[src/dcache_pkg.sv]
// dcache package
// shared geometry, op encoding, address view and stage types for the data cache.

package dcache_pkg;

    localparam int DATA_WIDTH   = 32;
    localparam int ADDR_WIDTH   = 32;
    localparam int DATA_SIZE    = DATA_WIDTH / 8;
    localparam int LINE_SIZE    = 16;
    localparam int LINE_WIDTH   = LINE_SIZE * 8;
    localparam int LINE_WORDS   = LINE_SIZE / DATA_SIZE;
    localparam int CACHE_SIZE   = 256;
    localparam int LINE_COUNT   = CACHE_SIZE / LINE_SIZE;
    localparam int OFFSET_WIDTH = $clog2(LINE_SIZE);
    localparam int INDEX_WIDTH  = $clog2(LINE_COUNT);
    localparam int TAG_WIDTH    = ADDR_WIDTH - INDEX_WIDTH - OFFSET_WIDTH;

    typedef enum logic [2:0] {
        op_lb, op_lh, op_lw, op_lbu, op_lhu, op_sb, op_sh, op_sw
    } dc_op_t;

    typedef struct packed {
        logic [TAG_WIDTH-1:0]    tag;
        logic [INDEX_WIDTH-1:0]  index;
        logic [OFFSET_WIDTH-1:0] offset;
    } dc_addr_fields_t;

    // same address word, seen raw or split for lookup.
    typedef union packed {
        logic [ADDR_WIDTH-1:0] raw;
        dc_addr_fields_t       fields;
    } dc_addr_t;

    typedef struct packed {
        logic                  valid;
        dc_op_t                op;
        dc_addr_t              addr;
        logic [DATA_WIDTH-1:0] data;
    } dc_req_t;

    typedef struct packed {
        logic                  valid;
        logic [DATA_WIDTH-1:0] data;
    } dc_rsp_t;

    typedef struct packed {
        logic                  valid;
        dc_op_t                op;
        dc_addr_t              addr;
        logic [DATA_WIDTH-1:0] data;
        logic [DATA_SIZE-1:0]  byte_sel;
        logic                  fill;
        logic [LINE_WIDTH-1:0] fill_data;
    } dc_stage_t;

    typedef struct packed {
        logic                 valid;
        logic                 dirty;
        logic [TAG_WIDTH-1:0] tag;
    } dc_line_state_t;

    typedef struct packed {
        logic                  victim_dirty;
        dc_addr_t              victim_addr;
        dc_addr_t              miss_addr;
        logic [LINE_WIDTH-1:0] victim_line;
    } dc_fill_req_t;

endpackage

[src/dcache.sv]
// dcache top
// request, ram read and execute stages with stall control and the fill unit.

`timescale 1ns/1ns

module dcache (
    input  logic                                clk,
    input  logic                                i_rst,
    input  dcache_pkg::dc_req_t                 i_req,
    output logic                                o_ready,
    output dcache_pkg::dc_rsp_t                 o_rsp,
    output logic                                o_wb_cyc,
    output logic                                o_wb_stb,
    output logic                                o_wb_we,
    output logic [dcache_pkg::ADDR_WIDTH-1:0]   o_wb_adr,
    output logic [dcache_pkg::DATA_WIDTH-1:0]   o_wb_dat,
    output logic [dcache_pkg::DATA_SIZE-1:0]    o_wb_sel,
    input  logic [dcache_pkg::DATA_WIDTH-1:0]   i_wb_dat,
    input  logic                                i_wb_ack
);

    import dcache_pkg::*;

    dc_req_t                dt_req;
    dc_stage_t              dt_stage;
    dc_stage_t              rd_stage;
    dc_stage_t              ex_stage;
    dc_line_state_t         rd_state;
    logic [LINE_WIDTH-1:0]  rd_line;
    logic                   init_busy;
    logic                   wr_en;
    logic [INDEX_WIDTH-1:0] wr_index;
    dc_line_state_t         wr_state;
    logic [LINE_WIDTH-1:0]  wr_line;
    logic                   miss;
    logic                   fill_start;
    dc_fill_req_t           fill_req;
    logic                   fill_done;
    logic [LINE_WIDTH-1:0]  fill_line;
    dc_addr_t               fill_addr;
    logic                   refresh;
    logic                   en;
    logic                   store_pending;

    assign store_pending = (dt_stage.valid && (dt_stage.op inside {op_sb, op_sh, op_sw})) ||
                           (rd_stage.valid && (rd_stage.op inside {op_sb, op_sh, op_sw}));
    assign en      = !init_busy && !miss && !refresh;
    assign o_ready = en && !fill_start && !store_pending;

    always_comb begin
        dt_req       = i_req;
        dt_req.valid = i_req.valid && o_ready;
    end

    // fill op goes straight from dt to ex, past the frozen rd stage.
    always_comb begin
        ex_stage       = dt_stage.fill ? dt_stage : rd_stage;
        ex_stage.valid = ex_stage.valid && !refresh;
    end

    always_ff @(posedge clk) begin
        if (en) begin
            rd_stage <= dt_stage;
        end
        if (i_rst) begin
            rd_stage.valid <= 1'b0;
            rd_stage.fill  <= 1'b0;
            refresh        <= 1'b0;
        end else begin
            // rd stage re-reads its line once the fill is written.
            refresh <= dt_stage.fill;
        end
    end

    dcache_dt u_dt (
        .clk(clk), .i_rst(i_rst), .i_en(en || dt_stage.fill), .i_req(dt_req),
        .i_fill(fill_done), .i_fill_addr(fill_addr), .i_fill_data(fill_line),
        .o_stage(dt_stage)
    );

    dcache_rams u_rams (
        .clk(clk), .i_rst(i_rst),
        .i_rd_index(en ? dt_stage.addr.fields.index : rd_stage.addr.fields.index),
        .i_hold(!en && !refresh), .i_wr_en(wr_en), .i_wr_index(wr_index),
        .i_wr_state(wr_state), .i_wr_line(wr_line), .o_state(rd_state),
        .o_line(rd_line), .o_init_busy(init_busy)
    );

    dcache_ex u_ex (
        .clk(clk), .i_rst(i_rst), .i_stage(ex_stage), .i_state(rd_state),
        .i_line(rd_line), .i_fill_done(fill_done), .o_wr_en(wr_en),
        .o_wr_index(wr_index), .o_wr_state(wr_state), .o_wr_line(wr_line),
        .o_rsp(o_rsp), .o_miss(miss), .o_fill_start(fill_start), .o_fill_req(fill_req)
    );

    dcache_fill u_fill (
        .clk(clk), .i_rst(i_rst), .i_start(fill_start), .i_req(fill_req),
        .o_wb_cyc(o_wb_cyc), .o_wb_stb(o_wb_stb), .o_wb_we(o_wb_we),
        .o_wb_adr(o_wb_adr), .o_wb_dat(o_wb_dat), .o_wb_sel(o_wb_sel),
        .i_wb_dat(i_wb_dat), .i_wb_ack(i_wb_ack), .o_done(fill_done),
        .o_line(fill_line), .o_addr(fill_addr)
    );

endmodule

[src/dcache_dt.sv]
// dcache request stage
// registers a cpu request or a line-fill write and derives the byte select.

`timescale 1ns/1ns

module dcache_dt (
    input  logic                                clk,
    input  logic                                i_rst,
    input  logic                                i_en,
    input  dcache_pkg::dc_req_t                 i_req,
    input  logic                                i_fill,
    input  dcache_pkg::dc_addr_t                i_fill_addr,
    input  logic [dcache_pkg::LINE_WIDTH-1:0]   i_fill_data,
    output dcache_pkg::dc_stage_t               o_stage
);

    import dcache_pkg::*;

    logic [DATA_SIZE-1:0] sel;
    dc_stage_t            req_stage;
    dc_stage_t            fill_stage;

    // lanes by access size, then moved to the byte offset.
    always_comb begin
        case (i_req.op)
            op_lb, op_lbu, op_sb: sel = 4'b0001;
            op_lh, op_lhu, op_sh: sel = 4'b0011;
            default:              sel = 4'b1111;
        endcase
    end

    always_comb begin
        req_stage.valid     = i_req.valid;
        req_stage.op        = i_req.op;
        req_stage.addr      = i_req.addr;
        req_stage.data      = i_req.data;
        req_stage.byte_sel  = sel << i_req.addr.fields.offset[1:0];
        req_stage.fill      = 1'b0;
        req_stage.fill_data = '0;

        fill_stage.valid     = 1'b1;
        fill_stage.op        = op_lw;
        fill_stage.addr      = i_fill_addr;
        fill_stage.data      = '0;
        fill_stage.byte_sel  = '1;
        fill_stage.fill      = 1'b1;
        fill_stage.fill_data = i_fill_data;
    end

    // fill write wins over a cpu request.
    always_ff @(posedge clk) begin
        if (i_fill) begin
            o_stage <= fill_stage;
        end else if (i_en) begin
            o_stage <= req_stage;
        end
        if (i_rst) begin
            o_stage.valid <= 1'b0;
            o_stage.fill  <= 1'b0;
        end
    end

endmodule

[src/dcache_ex.sv]
// dcache execute stage
// hit check, load extend, store merge, array write and miss hand-off.

`timescale 1ns/1ns

module dcache_ex (
    input  logic                                clk,
    input  logic                                i_rst,
    input  dcache_pkg::dc_stage_t               i_stage,
    input  dcache_pkg::dc_line_state_t          i_state,
    input  logic [dcache_pkg::LINE_WIDTH-1:0]   i_line,
    input  logic                                i_fill_done,
    output logic                                o_wr_en,
    output logic [dcache_pkg::INDEX_WIDTH-1:0]  o_wr_index,
    output dcache_pkg::dc_line_state_t          o_wr_state,
    output logic [dcache_pkg::LINE_WIDTH-1:0]   o_wr_line,
    output dcache_pkg::dc_rsp_t                 o_rsp,
    output logic                                o_miss,
    output logic                                o_fill_start,
    output dcache_pkg::dc_fill_req_t            o_fill_req
);

    import dcache_pkg::*;

    logic                          miss_q;
    dc_stage_t                     hold_q;
    dc_stage_t                     cur;
    logic                          hit;
    logic                          op_now;
    logic                          miss_now;
    logic                          fill_in;
    logic                          complete;
    logic                          is_store;
    logic [LINE_WIDTH-1:0]         line;
    logic [OFFSET_WIDTH-3:0]       word_idx;
    logic [DATA_WIDTH-1:0]         word;
    logic [DATA_WIDTH-1:0]         lane;
    logic [DATA_WIDTH-1:0]         ld_data;
    logic [DATA_WIDTH-1:0]         st_word;
    logic [DATA_WIDTH-1:0]         merged;
    logic [LINE_WIDTH-1:0]         new_line;

    assign hit      = i_state.valid && (i_state.tag == i_stage.addr.fields.tag);
    assign op_now   = i_stage.valid && !i_stage.fill && !miss_q;
    assign miss_now = op_now && !hit;
    assign fill_in  = miss_q && i_stage.valid && i_stage.fill;
    assign complete = (op_now && hit) || fill_in;

    // while missing, the held op runs against the line being filled.
    assign cur      = miss_q ? hold_q : i_stage;
    assign line     = miss_q ? i_stage.fill_data : i_line;
    assign is_store = cur.op inside {op_sb, op_sh, op_sw};
    assign word_idx = cur.addr.fields.offset[OFFSET_WIDTH-1:2];
    assign word     = line[word_idx*DATA_WIDTH +: DATA_WIDTH];
    assign lane     = word >> {cur.addr.fields.offset[1:0], 3'b000};
    assign st_word  = cur.data << {cur.addr.fields.offset[1:0], 3'b000};

    always_comb begin
        case (cur.op)
            op_lb:   ld_data = {{24{lane[7]}}, lane[7:0]};
            op_lbu:  ld_data = {24'b0, lane[7:0]};
            op_lh:   ld_data = {{16{lane[15]}}, lane[15:0]};
            op_lhu:  ld_data = {16'b0, lane[15:0]};
            default: ld_data = lane;
        endcase
    end

    always_comb begin
        for (int i = 0; i < DATA_SIZE; i++) begin
            merged[i*8 +: 8] = cur.byte_sel[i] ? st_word[i*8 +: 8] : word[i*8 +: 8];
        end
        new_line = line;
        new_line[word_idx*DATA_WIDTH +: DATA_WIDTH] = merged;
    end

    assign o_wr_en          = fill_in || (op_now && hit && is_store);
    assign o_wr_index       = i_stage.addr.fields.index;
    assign o_wr_state.valid = 1'b1;
    assign o_wr_state.dirty = is_store;
    assign o_wr_state.tag   = i_stage.addr.fields.tag;
    assign o_wr_line        = is_store ? new_line : line;

    assign o_miss       = miss_q;
    assign o_fill_start = miss_now;

    always_comb begin
        o_fill_req.victim_dirty               = i_state.valid && i_state.dirty;
        o_fill_req.victim_addr.fields.tag     = i_state.tag;
        o_fill_req.victim_addr.fields.index   = i_stage.addr.fields.index;
        o_fill_req.victim_addr.fields.offset  = '0;
        o_fill_req.miss_addr.fields.tag       = i_stage.addr.fields.tag;
        o_fill_req.miss_addr.fields.index     = i_stage.addr.fields.index;
        o_fill_req.miss_addr.fields.offset    = '0;
        o_fill_req.victim_line                = i_line;
    end

    always_ff @(posedge clk) begin
        o_rsp.data <= ld_data;
        if (miss_now) begin
            hold_q <= i_stage;
        end
        if (i_rst) begin
            miss_q      <= 1'b0;
            o_rsp.valid <= 1'b0;
        end else begin
            o_rsp.valid <= complete && !is_store;
            if (miss_now) begin
                miss_q <= 1'b1;
            end else if (fill_in) begin
                miss_q <= 1'b0;
            end
        end
    end

endmodule

[src/dcache_fill.sv]
// dcache line-fill unit
// wishbone classic master, writes back a dirty victim then reads the new line.

`timescale 1ns/1ns

module dcache_fill (
    input  logic                                clk,
    input  logic                                i_rst,
    input  logic                                i_start,
    input  dcache_pkg::dc_fill_req_t            i_req,
    output logic                                o_wb_cyc,
    output logic                                o_wb_stb,
    output logic                                o_wb_we,
    output logic [dcache_pkg::ADDR_WIDTH-1:0]   o_wb_adr,
    output logic [dcache_pkg::DATA_WIDTH-1:0]   o_wb_dat,
    output logic [dcache_pkg::DATA_SIZE-1:0]    o_wb_sel,
    input  logic [dcache_pkg::DATA_WIDTH-1:0]   i_wb_dat,
    input  logic                                i_wb_ack,
    output logic                                o_done,
    output logic [dcache_pkg::LINE_WIDTH-1:0]   o_line,
    output dcache_pkg::dc_addr_t                o_addr
);

    import dcache_pkg::*;

    typedef enum logic [1:0] {st_idle, st_wb, st_rd, st_done} fill_state_t;

    fill_state_t                    state;
    dc_fill_req_t                   req_q;
    dc_addr_t                       base;
    logic [$clog2(LINE_WORDS)-1:0]  beat;

    assign base     = (state == st_wb) ? req_q.victim_addr : req_q.miss_addr;
    assign o_wb_we  = (state == st_wb);
    assign o_wb_adr = {base.fields.tag, base.fields.index, beat, 2'b00};
    assign o_wb_dat = req_q.victim_line[beat*DATA_WIDTH +: DATA_WIDTH];
    assign o_wb_sel = '1;
    assign o_done   = (state == st_done);
    assign o_addr   = req_q.miss_addr;

    // one beat per cycle, strobe drops for a cycle after every ack.
    always_ff @(posedge clk) begin
        if (i_rst) begin
            state    <= st_idle;
            beat     <= '0;
            o_wb_cyc <= 1'b0;
            o_wb_stb <= 1'b0;
        end else begin
            case (state)
                st_idle: begin
                    if (i_start) begin
                        req_q <= i_req;
                        beat  <= '0;
                        state <= i_req.victim_dirty ? st_wb : st_rd;
                    end
                end
                st_wb, st_rd: begin
                    if (!o_wb_stb) begin
                        o_wb_cyc <= 1'b1;
                        o_wb_stb <= 1'b1;
                    end else if (i_wb_ack) begin
                        o_wb_cyc <= 1'b0;
                        o_wb_stb <= 1'b0;
                        beat     <= beat + 1'b1;
                        if (state == st_rd) begin
                            o_line[beat*DATA_WIDTH +: DATA_WIDTH] <= i_wb_dat;
                        end
                        if (&beat) begin
                            state <= (state == st_wb) ? st_rd : st_done;
                        end
                    end
                end
                default: state <= st_idle;
            endcase
        end
    end

endmodule

[src/dcache_rams.sv]
// dcache arrays
// direct-mapped tag, valid, dirty and data arrays with a registered read.

`timescale 1ns/1ns

module dcache_rams (
    input  logic                                clk,
    input  logic                                i_rst,
    input  logic [dcache_pkg::INDEX_WIDTH-1:0]  i_rd_index,
    input  logic                                i_hold,
    input  logic                                i_wr_en,
    input  logic [dcache_pkg::INDEX_WIDTH-1:0]  i_wr_index,
    input  dcache_pkg::dc_line_state_t          i_wr_state,
    input  logic [dcache_pkg::LINE_WIDTH-1:0]   i_wr_line,
    output dcache_pkg::dc_line_state_t          o_state,
    output logic [dcache_pkg::LINE_WIDTH-1:0]   o_line,
    output logic                                o_init_busy
);

    import dcache_pkg::*;

    logic                   valid_mem [LINE_COUNT];
    logic                   dirty_mem [LINE_COUNT];
    logic [TAG_WIDTH-1:0]   tag_mem   [LINE_COUNT];
    logic [LINE_WIDTH-1:0]  data_mem  [LINE_COUNT];
    logic [INDEX_WIDTH-1:0] init_index;

    // walker clears one valid bit per cycle after reset.
    always_ff @(posedge clk) begin
        if (i_rst) begin
            o_init_busy <= 1'b1;
            init_index  <= '0;
        end else if (o_init_busy) begin
            init_index <= init_index + 1'b1;
            if (&init_index) begin
                o_init_busy <= 1'b0;
            end
        end
    end

    always_ff @(posedge clk) begin
        if (o_init_busy) begin
            valid_mem[init_index] <= 1'b0;
        end else if (i_wr_en) begin
            valid_mem[i_wr_index] <= i_wr_state.valid;
            dirty_mem[i_wr_index] <= i_wr_state.dirty;
            tag_mem[i_wr_index]   <= i_wr_state.tag;
            data_mem[i_wr_index]  <= i_wr_line;
        end
    end

    // no write bypass.
    always_ff @(posedge clk) begin
        if (!i_hold) begin
            o_state.valid <= valid_mem[i_rd_index];
            o_state.dirty <= dirty_mem[i_rd_index];
            o_state.tag   <= tag_mem[i_rd_index];
            o_line        <= data_mem[i_rd_index];
        end
    end

endmodule

[config.mk]
export PLATFORM = sky130hd
export DESIGN_NAME = dcache
export DESIGN_NICKNAME = d
export VERILOG_FILES = /design/src/dcache_pkg.sv /design/src/dcache.sv /design/src/dcache_dt.sv /design/src/dcache_ex.sv /design/src/dcache_fill.sv /design/src/dcache_rams.sv
export SDC_FILE = /design/constraint.sdc
export NUM_CORES = 2
export LEC_CHECK = 0
export ABC_AREA = 1
export BUFFER_PORTS_ARGS = -buffer_cell sky130_fd_sc_hd__buf_2
export CORE_ASPECT_RATIO = 0.7
export CORE_MARGIN = 1
export CORE_UTILIZATION = 46
export DETAILED_ROUTE_END_ITERATION = 8
export PLACE_DENSITY = 0.6
export SYNTH_ARGS = -nofsm -noshare
export SYNTH_HDL_FRONTEND = slang
export SYNTH_SLANG_ARGS = --single-unit
export TNS_END_PERCENT = 20
[constraint.sdc]
create_clock -name clk -period 23.3 [get_ports clk]
set_input_delay 3.495 -clock clk [delete_from_list [all_inputs] [get_ports clk]]
set_output_delay 3.495 -clock clk [all_outputs]
set_load 0.02 [all_outputs]
==> results.sh <==
export IMPL_fin_ws_ns=14.58
export IMPL_finalSetupViolCount=0
export IMPL_p_leak_nw=50.18
export IMPL_die_area_sq_mm=0.2978
export IMPL_fin_worst_skew_ns=0.07097
export IMPL_p_sw_mw=2.737
export IMPL_cts_buffers=324
export IMPL_synth_top_area_share_pct=73.49
export IMPL_synth_seq_cells=3417
export IMPL_slowest_delay_ns=0.64
export IMPL_status="completed"
export IMPL_final_common_cell="edfxtp_1"
export IMPL_place_area_sq_mm=0.1408
export IMPL_grt_usage_pct=28.57
export IMPL_via_per_inst=6.210
export IMPL_timing_slew_headroom_pct=2.407
export IMPL_crit_reg2reg_launch="u_dt.o_stage[128]"
export IMPL_hold_path_depth=0
export IMPL_syn_inst=10700
export IMPL_max_freq_mhz=114.6
export IMPL_fin_crit_sh_pct=37.44
export IMPL_final_cell_mix="edfxtp_1 (3328), o21ai_0 (1861), nor2_1 (1825), nand2_1 (923), o22ai_1 (764)"
export IMPL_cp_required_ns=19.81
export IMPL_rsz0062_at_grt="no"
export IMPL_netSwitchingFraction_pct=21.68
export IMPL_fin_nets=10810
export IMPL_path_max_fanout=129
export IMPL_instances_no_fill=14900
export IMPL_drt_initial_drc_count=14560
export IMPL_reg2reg_depth=18
export IMPL_routed_wl_microns=438200
export IMPL_insertion_delay_ns=0.94
export IMPL_hold_violations=0
export IMPL_pwr_share_seq_pct=54.2
export IMPL_cp_end_kind="primary output"
export IMPL_pwr_density_cell_mw_per_mm2=83.46
export IMPL_regArea_sq_mm=0.1017
export IMPL_report_final_slew_viol_count=0
export IMPL_drc=0
export IMPL_path_clk_slew_ns=0.07
export IMPL_cts_hold_buf=0
export IMPL_setup_tns_final_ns=0
export IMPL_grt_overflow=0
export IMPL_ir_worst_vdd_mv=0.06049
export IMPL_r2r_end="u_rams.data_mem[4][73]"
export IMPL_die_w_microns=651.9
export IMPL_drtAntennaViolNets=0
export IMPL_core_area_sq_mm=0.2931
export IMPL_ys_flop_type="edfxtp_1"
export IMPL_worst_path_max_delay_cell="buf_12"
export IMPL_placed_cells=14310
export IMPL_critPathKind="flop to primary output"
export IMPL_ys_async_sr_fraction_pct=0
export IMPL_final_area_sq_mm=0.1513
export IMPL_grt_max_degree=215
export IMPL_clock_sinks=3417
export IMPL_io_buffers=201
export IMPL_startpoint="u_dt.o_stage[128]"
export IMPL_synth_edf_count=3328
export IMPL_rows=166
export IMPL_yosysUniqueCellTypes=59
export IMPL_start_util_pct=46.40
export IMPL_drtPass1Iterations=9
export IMPL_fill_cells=24640
export IMPL_crit_top_cell="nand2_1"
export IMPL_syn_area_sq_mm=0.1360
export IMPL_ys_seq_area_share_pct=74.80
export IMPL_grt_pass1_vias=85430
export IMPL_cts_resized=0
export IMPL_post_place_ws_ns=15.44
export IMPL_syn2layout_area_growth_pct=11.25
export IMPL_detailed_place_hpwl_microns=241000
export IMPL_clockRootBuffer="clkbuf_16"
export IMPL_post_synth_top_area_cell="edfxtp_1"
export IMPL_antenna_found_initial=30
export IMPL_io_pins=208
export IMPL_place_gp_congestion=0.9183
export IMPL_finalCriticalPeriod_ns=8.724
export IMPL_hold_path_class="flop to flop"
export IMPL_syn_avg_cell_area_sq_um=12.71
export IMPL_clkPwrFrac_pct=42.1
export IMPL_vias=92530
export IMPL_crit_end="o_ready"
export IMPL_yosysWarningCount=0
export IMPL_worst_pin_slew_ns=1.464
export IMPL_cts_tree="done"
export IMPL_path_cells="inv_8 -> buf_12 -> nand2_1 -> nand2_1 -> xor2_1 -> nor2_1 -> nand2_1 -> nor2_1 -> nand2_1 -> nand2_1 -> inv_2 -> nor3_2 -> buf_2"
export IMPL_clockBufferDepth=4
export IMPL_multi_input_area_sq_mm=0.02997
export IMPL_max_cap_violations=0
export IMPL_cts_setup_buffers=0
export IMPL_grt_first_pass_wirelength_microns=619400
export IMPL_ff2ff_setup_slack_ns=15.55
export IMPL_die_y_microns=456.9
export IMPL_drive_above_1_share_pct=9.383
export IMPL_power_internal_mw=9.889
export IMPL_worstPathArrival_ns=5.23
export IMPL_comb_power_share_pct=3.7
export IMPL_synthTopCellsByArea="edfxtp_1 (73%), o21ai_0 (6.9%), nor2_1 (5.1%)"
export IMPL_cp_start_kind="flop"
export IMPL_wl_per_cell_microns=29.41
export IMPL_cts_max_level=5
==> cell type report <==
class	count	share of cell area, %
Inverter	364	0.9428
Antenna cell	7	0.01158
Clock buffer	394	5.659
Tap cell	3948	3.265
Timing Repair Buffer	408	1.849
Clock inverter	184	1.215
Multi-Input combinational cell	6178	19.81
Sequential cell	3417	67.24
==> metal layers <==
metal | vias to the layer above | routed length, microns | GRT usage (%)
met5 | - | 25 | 0
met4 | 4 | 16370 | 9.873
met3 | 843 | 60870 | 7.332
met2 | 6296 | 181300 | 39.78
met1 | 46210 | 179600 | 43.30
li1 | 39180 | - | -
==> worst min-delay path by stage <==
stage | from | to | slack (ns)
after floorplan | u_dt.o_stage[133] | rd_stage[133] | 0.41
after global placement | u_dt.o_stage[147] | rd_stage[147] | 0.41
after detailed placement | u_dt.o_stage[134] | rd_stage[134] | 0.41
after CTS | u_dt.o_stage[102] | rd_stage[102] | 0.43
after global routing | u_dt.o_stage[143] | rd_stage[143] | 0.44
final | u_dt.o_stage[102] | rd_stage[102] | 0.42
==> state kept, by name (all words and copies together) (netlist names) <==
name                flops
rd_stage              201
refresh                 1
u_dt.o_stage          201
u_ex.hold_q            43
u_ex.o_miss             1
u_ex.o_rsp             33
u_fill.beat             2
u_fill.o_addr          28
u_fill.o_line         128
u_fill.o_wb_cyc         1
u_fill.o_wb_stb         1
u_fill.req_q          152
u_fill.state            2
u_rams.data_mem      2048
u_rams.dirty_mem       16
u_rams.init_index       4
u_rams.o_init_busy      1
u_rams.o_line         128
u_rams.o_state         26
u_rams.tag_mem        384
u_rams.valid_mem       16
==> through the flow <==
step                      hold WS [ns]  power [mW]  util (%)
final                           0.4173       12.63     51.62
after global routing            0.4386       12.92     51.62
after CTS                       0.4260       12.65     51.61
after detailed placement        0.4134       7.416     48.06
after global placement          0.4148       7.406     48.06
after floorplan                 0.4082       7.197         -
==> cell usage after synthesis, types with 16 or more instances <==
cell / number
a21oi_1: 53
buf_1: 26
buf_2: 203
buf_4: 38
buf_6: 24
clkbuf_1: 449
dfxtp_1: 89
edfxtp_1: 3328
inv_1: 345
mux2i_1: 18
nand2_1: 926
nand2_2: 18
nand3_1: 212
nand4_1: 16
nor2_1: 1846
nor3_1: 43
o211ai_1: 28
o21ai_0: 1877
o21ai_1: 146
o221ai_1: 62
o22ai_1: 792
==> cell families (layout without fill, tap and decap cells) <==
family                     Yosys count  count (layout)  synth area share, %
other                                2              13             0.005523
buffers and inverters             1107            1350                3.516
and+or+nand+nor                   3099            3099                9.001
xor gates and xnor gates             2               2              0.01288
AOI/OAI and AO/OA                 3037            3037                12.38
DFF                               3417            3417                74.80
muxes                               19              19               0.1491
adders and majority gates           15              15               0.1380
==> worst max-delay path: cells and delay by family (launching register included) <==
family / cells / cell delay (ns)
and+or+nand+nor: 8 / 1.76
xor gates and xnor gates: 1 / 0.15
DFF: 1 / 0.56
buffers and inverters: 4 / 1.78
==> power by group through the flow <==
stage	combinational [mW]	sequential, mW	clock [mW]
finish	0.462	6.84	5.32
global route	0.485	6.84	5.59
CTS	0.445	6.84	5.36
detailed placement	0.443	6.97	0
global placement	0.436	6.97	0
floorplan	0.235	6.96	0
(Power assumes the default switching activity.)
